### config.mk
export PLATFORM = sky130hd
export DESIGN_NAME = ex_top
export DESIGN_NICKNAME = d
export VERILOG_FILES = /design/src/rv_isa_pkg.sv /design/src/ex_pkg.sv /design/src/ex_decode.sv /design/src/ex_alu.sv /design/src/ex_addr_unit.sv /design/src/ex_mem_reg.sv /design/src/ex_top.sv
export SDC_FILE = /design/constraint.sdc
export NUM_CORES = 2
export LEC_CHECK = 0
export BUFFER_PORTS_ARGS = -buffer_cell sky130_fd_sc_hd__clkbuf_2
export CAP_MARGIN = 5
export CELL_PAD_IN_SITES_DETAIL_PLACEMENT = 0
export CELL_PAD_IN_SITES_GLOBAL_PLACEMENT = 1
export CORE_AREA = 4 4 292 294
export CTS_BUF_LIST = sky130_fd_sc_hd__clkbuf_4 sky130_fd_sc_hd__clkbuf_8 sky130_fd_sc_hd__clkbuf_16
export DETAILED_ROUTE_END_ITERATION = 10
export DIE_AREA = 0 0 296 298
export PLACE_DENSITY_LB_ADDON = 0.1
export RECOVER_POWER = 50
export SKIP_CTS_REPAIR_TIMING = 1
export SYNTH_ARGS = -nofsm -noshare
export SYNTH_HDL_FRONTEND = slang
export SYNTH_SLANG_ARGS = --single-unit
### constraint.sdc
create_clock -name clk -period 5.9 [get_ports clk]
set_input_delay 0.59 -clock clk [delete_from_list [all_inputs] [get_ports clk]]
set_output_delay 0.59 -clock clk [all_outputs]
set_load 0.005 [all_outputs]
### src/rv_isa_pkg.sv
package rv_isa_pkg;

    // datapath widths
    localparam int XLEN = 64;
    localparam int WLEN = 32;   // word ops

    typedef logic [XLEN-1:0] xlen_t;      // operand, result, address
    typedef logic [31:0]     inst_t;
    typedef logic [4:0]      reg_addr_t;
    typedef logic [6:0]      opcode_t;
    typedef logic [2:0]      funct3_t;
    typedef logic [6:0]      funct7_t;
    typedef logic [7:0]      wmask_t;     // one bit per byte lane

    // major opcodes
    localparam opcode_t OP_IMM    = 7'b0010011;
    localparam opcode_t OP_IMM_32 = 7'b0011011;
    localparam opcode_t OP        = 7'b0110011;
    localparam opcode_t OP_32     = 7'b0111011;
    localparam opcode_t BRANCH    = 7'b1100011;
    localparam opcode_t LOAD      = 7'b0000011;
    localparam opcode_t STORE     = 7'b0100011;
    localparam opcode_t JAL       = 7'b1101111;
    localparam opcode_t JALR      = 7'b1100111;
    localparam opcode_t LUI       = 7'b0110111;
    localparam opcode_t AUIPC     = 7'b0010111;

    // alu groups, shared by OP, OP_IMM and the word forms
    localparam funct3_t F3_ADD_SUB = 3'b000;
    localparam funct3_t F3_SLL     = 3'b001;
    localparam funct3_t F3_SLT     = 3'b010;
    localparam funct3_t F3_SLTU    = 3'b011;
    localparam funct3_t F3_XOR     = 3'b100;
    localparam funct3_t F3_SR      = 3'b101;   // srl and sra
    localparam funct3_t F3_OR      = 3'b110;
    localparam funct3_t F3_AND     = 3'b111;

    // branch conditions
    localparam funct3_t F3_BEQ  = 3'b000;
    localparam funct3_t F3_BNE  = 3'b001;
    localparam funct3_t F3_BLT  = 3'b100;
    localparam funct3_t F3_BGE  = 3'b101;
    localparam funct3_t F3_BLTU = 3'b110;
    localparam funct3_t F3_BGEU = 3'b111;

    // load sizes, bit 2 marks the unsigned forms
    localparam funct3_t F3_LB  = 3'b000;
    localparam funct3_t F3_LH  = 3'b001;
    localparam funct3_t F3_LW  = 3'b010;
    localparam funct3_t F3_LD  = 3'b011;
    localparam funct3_t F3_LBU = 3'b100;
    localparam funct3_t F3_LHU = 3'b101;
    localparam funct3_t F3_LWU = 3'b110;

    // store sizes
    localparam funct3_t F3_SB = 3'b000;
    localparam funct3_t F3_SH = 3'b001;
    localparam funct3_t F3_SW = 3'b010;
    localparam funct3_t F3_SD = 3'b011;

    localparam funct7_t F7_BASE = 7'b0000000;
    localparam funct7_t F7_ALT  = 7'b0100000;   // sub, sra

endpackage

### src/ex_pkg.sv
package ex_pkg;

    // alu operation codes
    typedef logic [3:0] alu_op_t;

    localparam alu_op_t ALU_ADD   = 4'd0;
    localparam alu_op_t ALU_SUB   = 4'd1;
    localparam alu_op_t ALU_AND   = 4'd2;
    localparam alu_op_t ALU_OR    = 4'd3;
    localparam alu_op_t ALU_XOR   = 4'd4;
    localparam alu_op_t ALU_SLL   = 4'd5;
    localparam alu_op_t ALU_SRL   = 4'd6;
    localparam alu_op_t ALU_SRA   = 4'd7;
    localparam alu_op_t ALU_SLT   = 4'd8;
    localparam alu_op_t ALU_SLTU  = 4'd9;
    localparam alu_op_t ALU_PASS2 = 4'd10;  // lui

    // operands as prepared by decode
    typedef struct packed {
        rv_isa_pkg::inst_t     inst;
        rv_isa_pkg::xlen_t     pc;
        rv_isa_pkg::xlen_t     op1;
        rv_isa_pkg::xlen_t     op2;
        rv_isa_pkg::reg_addr_t rd_addr;
        rv_isa_pkg::xlen_t     base_addr;    // branch, jump and memory base
        rv_isa_pkg::xlen_t     offset_addr;
    } ex_req_t;

    typedef struct packed {
        alu_op_t             alu_op;
        logic                word_op;    // 32-bit op, sign-extended
        logic                is_branch;
        logic                is_jump;
        logic                is_load;
        logic                is_store;
        logic                rd_wen;
        rv_isa_pkg::funct3_t mem_size;
    } dec_t;

    typedef struct packed {
        logic                  wen;
        rv_isa_pkg::reg_addr_t waddr;
        rv_isa_pkg::xlen_t     wdata;
    } wb_t;

    typedef struct packed {
        logic                ren;
        logic                wen;
        rv_isa_pkg::xlen_t   addr;
        rv_isa_pkg::xlen_t   wdata;
        rv_isa_pkg::wmask_t  wmask;
        rv_isa_pkg::funct3_t size;   // load extension done in mem stage
    } mem_req_t;

    typedef struct packed {
        logic              en;
        rv_isa_pkg::xlen_t addr;
    } jump_t;

endpackage

### src/ex_decode.sv
`timescale 1ns/1ps

module ex_decode (
    input  rv_isa_pkg::inst_t inst_i,
    output ex_pkg::dec_t      dec_o
);
    import rv_isa_pkg::*;
    import ex_pkg::*;

    opcode_t opcode;
    funct3_t funct3;
    funct7_t funct7;
    logic    alt;      // inst[30], picks sub / sra
    logic    f7_ok;    // func7 legal for register-register ops

    assign opcode = inst_i[6:0];
    assign funct3 = inst_i[14:12];
    assign funct7 = inst_i[31:25];
    assign alt    = inst_i[30];

    // alt only allowed on add/sub and the right shifts
    assign f7_ok = (funct7 == F7_BASE) ||
                   ((funct7 == F7_ALT) && ((funct3 == F3_ADD_SUB) || (funct3 == F3_SR)));

    function automatic alu_op_t alu_sel(input funct3_t f3, input logic sub_sra);
        alu_op_t op;
        case (f3)
            F3_ADD_SUB: op = sub_sra ? ALU_SUB : ALU_ADD;
            F3_SLL:     op = ALU_SLL;
            F3_SLT:     op = ALU_SLT;
            F3_SLTU:    op = ALU_SLTU;
            F3_XOR:     op = ALU_XOR;
            F3_SR:      op = sub_sra ? ALU_SRA : ALU_SRL;
            F3_OR:      op = ALU_OR;
            default:    op = ALU_AND;
        endcase
        return op;
    endfunction

    always_comb begin
        dec_o = '0;   // unknown encodings fall out with every enable low
        case (opcode)
            OP_IMM: begin
                dec_o.alu_op = alu_sel(funct3, (funct3 == F3_SR) && alt); // no subi
                dec_o.rd_wen = 1'b1;
            end
            OP_IMM_32: begin
                if (funct3 == F3_ADD_SUB || funct3 == F3_SLL || funct3 == F3_SR) begin
                    dec_o.alu_op  = alu_sel(funct3, (funct3 == F3_SR) && alt);
                    dec_o.word_op = 1'b1;
                    dec_o.rd_wen  = 1'b1;
                end
            end
            OP: begin
                if (f7_ok) begin
                    dec_o.alu_op = alu_sel(funct3, alt);
                    dec_o.rd_wen = 1'b1;
                end
            end
            OP_32: begin
                if (f7_ok && (funct3 == F3_ADD_SUB || funct3 == F3_SLL || funct3 == F3_SR)) begin
                    dec_o.alu_op  = alu_sel(funct3, alt);
                    dec_o.word_op = 1'b1;
                    dec_o.rd_wen  = 1'b1;
                end
            end
            BRANCH: dec_o.is_branch = 1'b1;   // condition resolved in addr unit
            LOAD: begin
                if (funct3 != 3'b111) begin
                    dec_o.is_load  = 1'b1;
                    dec_o.rd_wen   = 1'b1;
                    dec_o.mem_size = funct3;
                end
            end
            STORE: begin
                if (funct3[2] == 1'b0) begin   // sb .. sd only
                    dec_o.is_store = 1'b1;
                    dec_o.mem_size = funct3;
                end
            end
            JAL, JALR: begin
                dec_o.alu_op  = ALU_ADD;   // link value op1 + op2
                dec_o.is_jump = 1'b1;
                dec_o.rd_wen  = 1'b1;
            end
            LUI: begin
                dec_o.alu_op = ALU_PASS2;
                dec_o.rd_wen = 1'b1;
            end
            AUIPC: begin
                dec_o.alu_op = ALU_ADD;
                dec_o.rd_wen = 1'b1;
            end
            default: dec_o = '0;
        endcase
    end

endmodule

### src/ex_alu.sv
`timescale 1ns/1ps

module ex_alu (
    input  rv_isa_pkg::xlen_t op1_i,
    input  rv_isa_pkg::xlen_t op2_i,
    input  ex_pkg::alu_op_t   alu_op_i,
    input  logic              word_op_i,
    output rv_isa_pkg::xlen_t result_o,
    output logic              eq_o,
    output logic              lt_o,
    output logic              ltu_o
);
    import rv_isa_pkg::*;
    import ex_pkg::*;

    logic [5:0]      shamt;
    logic [4:0]      shamt_w;   // word shifts ignore op2[5]
    logic [WLEN-1:0] op1_w;
    logic [WLEN-1:0] op2_w;
    xlen_t           res_d;
    logic [WLEN-1:0] res_w;

    assign shamt   = op2_i[5:0];
    assign shamt_w = op2_i[4:0];
    assign op1_w   = op1_i[WLEN-1:0];
    assign op2_w   = op2_i[WLEN-1:0];

    // flags always on the full width
    assign eq_o  = (op1_i == op2_i);
    assign lt_o  = ($signed(op1_i) < $signed(op2_i));
    assign ltu_o = (op1_i < op2_i);

    always_comb begin
        case (alu_op_i)
            ALU_ADD:   res_d = op1_i + op2_i;
            ALU_SUB:   res_d = op1_i - op2_i;
            ALU_AND:   res_d = op1_i & op2_i;
            ALU_OR:    res_d = op1_i | op2_i;
            ALU_XOR:   res_d = op1_i ^ op2_i;
            ALU_SLL:   res_d = op1_i << shamt;
            ALU_SRL:   res_d = op1_i >> shamt;
            ALU_SRA:   res_d = $signed(op1_i) >>> shamt;
            ALU_SLT:   res_d = {{(XLEN-1){1'b0}}, lt_o};
            ALU_SLTU:  res_d = {{(XLEN-1){1'b0}}, ltu_o};
            ALU_PASS2: res_d = op2_i;
            default:   res_d = '0;
        endcase
    end

    // only the shifts differ from the low half above
    always_comb begin
        case (alu_op_i)
            ALU_SLL: res_w = op1_w << shamt_w;
            ALU_SRL: res_w = op1_w >> shamt_w;
            ALU_SRA: res_w = $signed(op1_w) >>> shamt_w;   // sign from bit 31
            default: res_w = res_d[WLEN-1:0];
        endcase
    end

    assign result_o = word_op_i ? {{(XLEN-WLEN){res_w[WLEN-1]}}, res_w} : res_d;

endmodule

### src/ex_addr_unit.sv
`timescale 1ns/1ps

module ex_addr_unit (
    input  ex_pkg::ex_req_t  req_i,
    input  ex_pkg::dec_t     dec_i,
    input  logic             eq_i,
    input  logic             lt_i,
    input  logic             ltu_i,
    output ex_pkg::jump_t    jump_o,
    output ex_pkg::mem_req_t mem_o
);
    import rv_isa_pkg::*;
    import ex_pkg::*;

    xlen_t   target;   // shared by jumps and memory
    funct3_t funct3;
    logic    taken;

    assign target = req_i.base_addr + req_i.offset_addr;
    assign funct3 = req_i.inst[14:12];

    always_comb begin
        case (funct3)
            F3_BEQ:  taken = eq_i;
            F3_BNE:  taken = ~eq_i;
            F3_BLT:  taken = lt_i;
            F3_BGE:  taken = ~lt_i;
            F3_BLTU: taken = ltu_i;
            F3_BGEU: taken = ~ltu_i;
            default: taken = 1'b0;   // 010 / 011 not a branch
        endcase
    end

    always_comb begin
        jump_o = '0;
        if (dec_i.is_jump) begin
            jump_o.en   = 1'b1;
            jump_o.addr = target;
        end else if (dec_i.is_branch) begin
            jump_o.en   = taken;
            jump_o.addr = target;
        end
    end

    always_comb begin
        mem_o = '0;
        if (dec_i.is_load) begin
            mem_o.ren  = 1'b1;
            mem_o.addr = target;
            mem_o.size = dec_i.mem_size;
        end else if (dec_i.is_store) begin
            mem_o.wen  = 1'b1;
            mem_o.addr = target;
            mem_o.size = dec_i.mem_size;
            case (dec_i.mem_size)
                F3_SB: begin
                    mem_o.wdata = {{(XLEN-8){1'b0}}, req_i.op2[7:0]};
                    mem_o.wmask = 8'h01;
                end
                F3_SH: begin
                    mem_o.wdata = {{(XLEN-16){1'b0}}, req_i.op2[15:0]};
                    mem_o.wmask = 8'h03;
                end
                F3_SW: begin
                    mem_o.wdata = {{(XLEN-32){1'b0}}, req_i.op2[31:0]};
                    mem_o.wmask = 8'h0f;
                end
                default: begin   // sd
                    mem_o.wdata = req_i.op2;
                    mem_o.wmask = 8'hff;
                end
            endcase
        end
    end

endmodule

### src/ex_mem_reg.sv
`timescale 1ns/1ps

module ex_mem_reg (
    input  logic                  clk,
    input  logic                  rst_n_i,
    input  rv_isa_pkg::xlen_t     pc_i,
    input  rv_isa_pkg::reg_addr_t rd_addr_i,
    input  ex_pkg::dec_t          dec_i,
    input  rv_isa_pkg::xlen_t     alu_result_i,
    input  ex_pkg::jump_t         jump_i,
    input  ex_pkg::mem_req_t      mem_i,
    output ex_pkg::wb_t           wb_o,
    output ex_pkg::mem_req_t      mem_o,
    output ex_pkg::jump_t         jump_o,
    output rv_isa_pkg::xlen_t     pc_o
);
    import ex_pkg::*;

    wb_t wb_d;

    // result select
    always_comb begin
        wb_d.wen   = dec_i.rd_wen;
        wb_d.waddr = rd_addr_i;
        wb_d.wdata = dec_i.is_load ? '0 : alu_result_i;  // load data comes from mem stage
    end

    // ex/mem boundary
    always_ff @(posedge clk) begin
        wb_o   <= wb_d;
        mem_o  <= mem_i;
        jump_o <= jump_i;
        pc_o   <= pc_i;
        if (!rst_n_i) begin
            // only the enables and mask are cleared, payload just flows
            wb_o.wen    <= 1'b0;
            mem_o.ren   <= 1'b0;
            mem_o.wen   <= 1'b0;
            mem_o.wmask <= '0;
            jump_o.en   <= 1'b0;
        end
    end

endmodule

### src/ex_top.sv
`timescale 1ns/1ps

module ex_top (
    input  logic              clk,
    input  logic              rst_n_i,
    input  ex_pkg::ex_req_t   ex_req_i,
    output ex_pkg::wb_t       wb_o,
    output ex_pkg::mem_req_t  mem_o,
    output ex_pkg::jump_t     jump_o,
    output rv_isa_pkg::xlen_t pc_o
);
    import rv_isa_pkg::*;
    import ex_pkg::*;

    dec_t     dec;
    xlen_t    alu_result;
    logic     alu_eq;
    logic     alu_lt;
    logic     alu_ltu;
    jump_t    jump_c;   // combinational, before the boundary
    mem_req_t mem_c;

    ex_decode u_decode (
        .inst_i (ex_req_i.inst),
        .dec_o  (dec)
    );

    ex_alu u_alu (
        .op1_i     (ex_req_i.op1),
        .op2_i     (ex_req_i.op2),
        .alu_op_i  (dec.alu_op),
        .word_op_i (dec.word_op),
        .result_o  (alu_result),
        .eq_o      (alu_eq),
        .lt_o      (alu_lt),
        .ltu_o     (alu_ltu)
    );

    ex_addr_unit u_addr_unit (
        .req_i  (ex_req_i),
        .dec_i  (dec),
        .eq_i   (alu_eq),
        .lt_i   (alu_lt),
        .ltu_i  (alu_ltu),
        .jump_o (jump_c),
        .mem_o  (mem_c)
    );

    ex_mem_reg u_mem_reg (
        .clk          (clk),
        .rst_n_i      (rst_n_i),
        .pc_i         (ex_req_i.pc),
        .rd_addr_i    (ex_req_i.rd_addr),
        .dec_i        (dec),
        .alu_result_i (alu_result),
        .jump_i       (jump_c),
        .mem_i        (mem_c),
        .wb_o         (wb_o),
        .mem_o        (mem_o),
        .jump_o       (jump_o),
        .pc_o         (pc_o)
    );

endmodule

==> results by stage <==
Yosys:
- By area, the combinational part of the netlist is dominated by compound AO/OA/AOI/OAI gates.
- Synthesis produced 4657 cells.
- By area the synthesized netlist is led by dfxtp_1 20%, ha_1 9.5%, nor2_1 6.8%, a21oi_1 6.3%, o21ai_0 5.4%.
- A synthesized cell averages 7.23 µm².
- Of the total synthesized cell area, the portion taken by XOR and XNOR cells is under 10%.
- The portion of the post-synthesis area used by sequential elements is approximately 20%.
- The basic-gate share of the synthesized area counting and, or, nand and nor cells is about a fifth.
- The net count of the mapped netlist is 5275.
- In this run, synthesis produced a sequential element count of roughly 340.
- The proportion of synthesized area in mux cells is ~9.7%.
- The synthesized netlist devotes 9.69% of its cell area to adder and majority cells.
- The post-synthesis compound-gate area fraction is a little under a third.
- The count of unique library cells instantiated by Yosys is a little under 100.
- Yosys mapped a number of flops with a built-in enable equal to 0.
- The most used flip-flop cell after synthesis is dfxtp_1.
- The number of warnings printed during yosys synthesis is 0.
- Of all flip-flops after synthesis, the portion carrying an async set or reset was 0%.
- In this run the cell area of the synthesized design comes to between 30000 and 40000 µm².
- Summed over all instances, the cell type with the most area after synthesis is dfxtp_1.
- After synthesis, the largest area contributor takes up between 10% and 20% of total cell area.

Place:
- Routability-driven placement finished with a final weighted congestion of 1.09.
- The estimated wirelength of the detail-placed design is 155000 µm.
- Buffers placed on the I/O ports in this run total between 600 and 700.

Finish:
- Relative to the synthesized area, the layout overhead comes to 17.7%.
- Across the whole layout, storage elements account for 6730 µm².
- The combined area of the multi-input logic cells is 24600 µm².
- The ratio of cells with drive above 1 in the final layout is 17.6%.
- After filler insertion, the fill cell instance count of the layout stands at 8809.
- The number of nets in the finished design is 5839.

Setup path:
- The worst setup path is captured at a flip-flop.
- The kind of start point of the critical path is a primary input.
- The largest driver fanout on the critical path is 14.
- The data required time of the worst path is between 6 and 7 ns.
- The worst setup path is of the primary input to flip-flop kind.
- For the worst setup path, the data arrival time is around 5.8 ns.

Global route:
- The wire length of the first global-routing pass is around 270000 µm.
- For this run, the total global-route usage over all layers was measured as 42.1%.
- For this run the aggregate overflow at the end of global routing stands at 0.
- The number of antenna violations at the first check in global routing is 15.
- The via count of the first global-routing pass is about 38000.
- Entering global routing, the biggest net connects 158 pins.

STA:
- The final critical path takes up 87.9% of the cycle.
- The count of pins over their slew limit is 17.
- The number of hold violations in the final report is 0.
- Final hold analysis gives a worst-case slack of 0.0728 ns.
- Setup violations remaining at the end of the flow were counted as 0.
- Measured against its own limit, the worst slew margin works out to -48.2%.
- For the finished layout, the period the worst path requires is about 5.2 ns.
- At the pin with the least slew margin, the transition time is roughly 2.2 ns.
- Setup repair after global routing left no endpoint under its margin.
- The achievable frequency is approximately 0.19 GHz.
- After routing, the total negative slack on setup checks comes to 0 ns.

Pwr:
- The leakage power total is 0.0176 µW.
- Power spread over the standard cell area amounts to between 200 and 250 nW/µm².
- IR analysis of the VDD net gives a maximum drop of 0.237 mV.

Outcome:
- The final reports fail on capacitance limit, slew limit.
- The run finished, with violations left.

Min path:
- The min-delay analysis places its worst path in the category primary input to flip-flop.
- The instance count along the most critical hold path is 1.
- The hold path startpoint is ex_req_i[316].
- For hold timing, the worst endpoint is u_mem_reg.pc_o[55].

Floorplanning:
- Measured along the x axis, the die boundary spans a little under 300 µm.
- The number of top-level pins is 699.
- The die is a little under 300 µm tall.
- The area of the placeable core is 82900 µm².
- The die area is a little under 90000 µm².
- Once the floorplan was initialized, standard cells occupied 40.6% of the core.
- The floorplan row count is between 100 and 150.

Routing:
- Using the TritonRoute via totals, the vias-per-cell ratio works out to 6.43.
- The final wirelength is between 150000 and 200000 µm.
- The first-pass iteration count of the detailed router is 9.
- Dividing the detail-routed wire length by the instance count gives 30.9 µm.
- The remaining number of nets flagged by the antenna check after routing is 0.
- The detailed router placed around 41000 vias in this run.
- The first routing iteration left 5546 violations.
- The post-route DRC violation count is 0.

Clock network:
- TritonCTS built the clock tree.
- No sink is reached through more buffers than the 3 on the longest clock path.
- The buffer cell driving the clock tree root is clkbuf_16.
- The clock slew seen by the registers of the worst setup and hold paths is ~0.07 ns.
- CTS saw 336 sinks.
- The H-tree depth is 2.
- The number of buffers created by CTS is 38.

Job:
- The max-capacitance violation count is 1.
## power by group
group	internal, µW	total [µW]	switching (µW)
Sequential	2390	2430	34.5
Clock	1490	2530	1040
Combinational	1100	3250	2150
Total	4980	8210	3230
## area by class of cell
type	count	area share (%)
sequential	336	17.0
clock buffer	53	2.75
timing repair buffer	877	12.0
tap	1080	3.41
antenna	8	0.0505
inverter	226	2.15
clock inverter	16	0.628
multi-input combinational	3742	62.1
## metal layers
layer | part of all wire, % | up-vias | GRT usage, %
met3 | 10 | 676 | 10.0
met5 | 0.026 | - | 0
met1 | 36 | 19200 | 49.9
met2 | 43 | 2709 | 64.4
met4 | 11 | 10 | 34.3
li1 | - | 18100 | -
## worst max path at each step
stage	from	end	slack, ns	cells after the start
global placement	ex_req_i[214]	u_mem_reg.jump_o[64]	0.57	14
detailed placement	ex_req_i[214]	u_mem_reg.jump_o[64]	0.51	14
global route	ex_req_i[215]	u_mem_reg.jump_o[64]	0.85	14
finish	ex_req_i[214]	u_mem_reg.jump_o[64]	0.72	14
CTS	ex_req_i[214]	u_mem_reg.jump_o[64]	1.15	14
floorplan	ex_req_i[136]	u_mem_reg.wb_o[56]	1.07	18
## per-stage QoR
step / total power (µW) / setup WS (ns) / std cells / util [%] / area, µm²
floorplan: 4340 / 1.07 / 4657 / - / 33700
global placement: 5610 / 0.574 / 6261 / 46.5 / 38500
finish: 8210 / 0.717 / 6338 / 47.8 / 39600
global route: 8530 / 0.846 / 6330 / 47.8 / 39600
detailed placement: 5600 / 0.514 / 6261 / 46.5 / 38500
CTS: 8150 / 1.15 / 6330 / 48.1 / 39900
## cells in the mapped netlist (all sizes together) (33+ instances only)
master,instances
nor2,610
a21oi,424
nand2,393
o21ai,390
dfxtp,336
ha,256
inv,223
clkbuf,212
mux2i,159
buf,141
nor3,132
a21o,108
a211oi,107
nand3,93
o211ai,74
a31oi,72
xnor2,69
o31ai,65
mux2,51
a221oi,49
mux4,49
nand4,49
nor4,39
o21bai,37
and2,36
nand2b,36
and3,35
xor2,33
## cell usage in the layout (no fill, tap or decap), types with 72 or more instances in the layout
cell,instances
dfxtp_1,336
o211ai_1,74
a211oi_1,107
a21oi_1,421
mux2i_1,159
ha_1,256
a21o_1,108
nand2_1,390
o21ai_0,363
nor2_1,606
buf_4,192
nand3_1,93
clkbuf_1,189
nor3_1,129
inv_1,219
clkbuf_2,486
a31oi_1,72
## cell families after synthesis
kind of cell	after synthesis
compound gates	1606
simple gates	1516
buf+inv	579
flops	336
mux	259
fa+ha+maj	259
xor+xnor	102
## critical path, cell delays in order
cell       delay (ns)
clkbuf_2         0.09
inv_1            0.25
ha_1             0.49
nor4_1           0.59
nor2b_1          0.22
nor3_1           0.06
o21ai_0          0.63
a2111oi_0        0.39
o221ai_1         0.55
nor2_1           0.13
o41ai_2          0.91
o21ai_1          0.37
mux2_1           0.39
nand2_1          0.08
## registers in the layout, indices dropped and copies added, names as in the netlist
signal / count
u_mem_reg.pc_o: 64
u_mem_reg.mem_o: 137
u_mem_reg.jump_o: 65
u_mem_reg.wb_o: 70
Power figures use the tool's default switching activity.
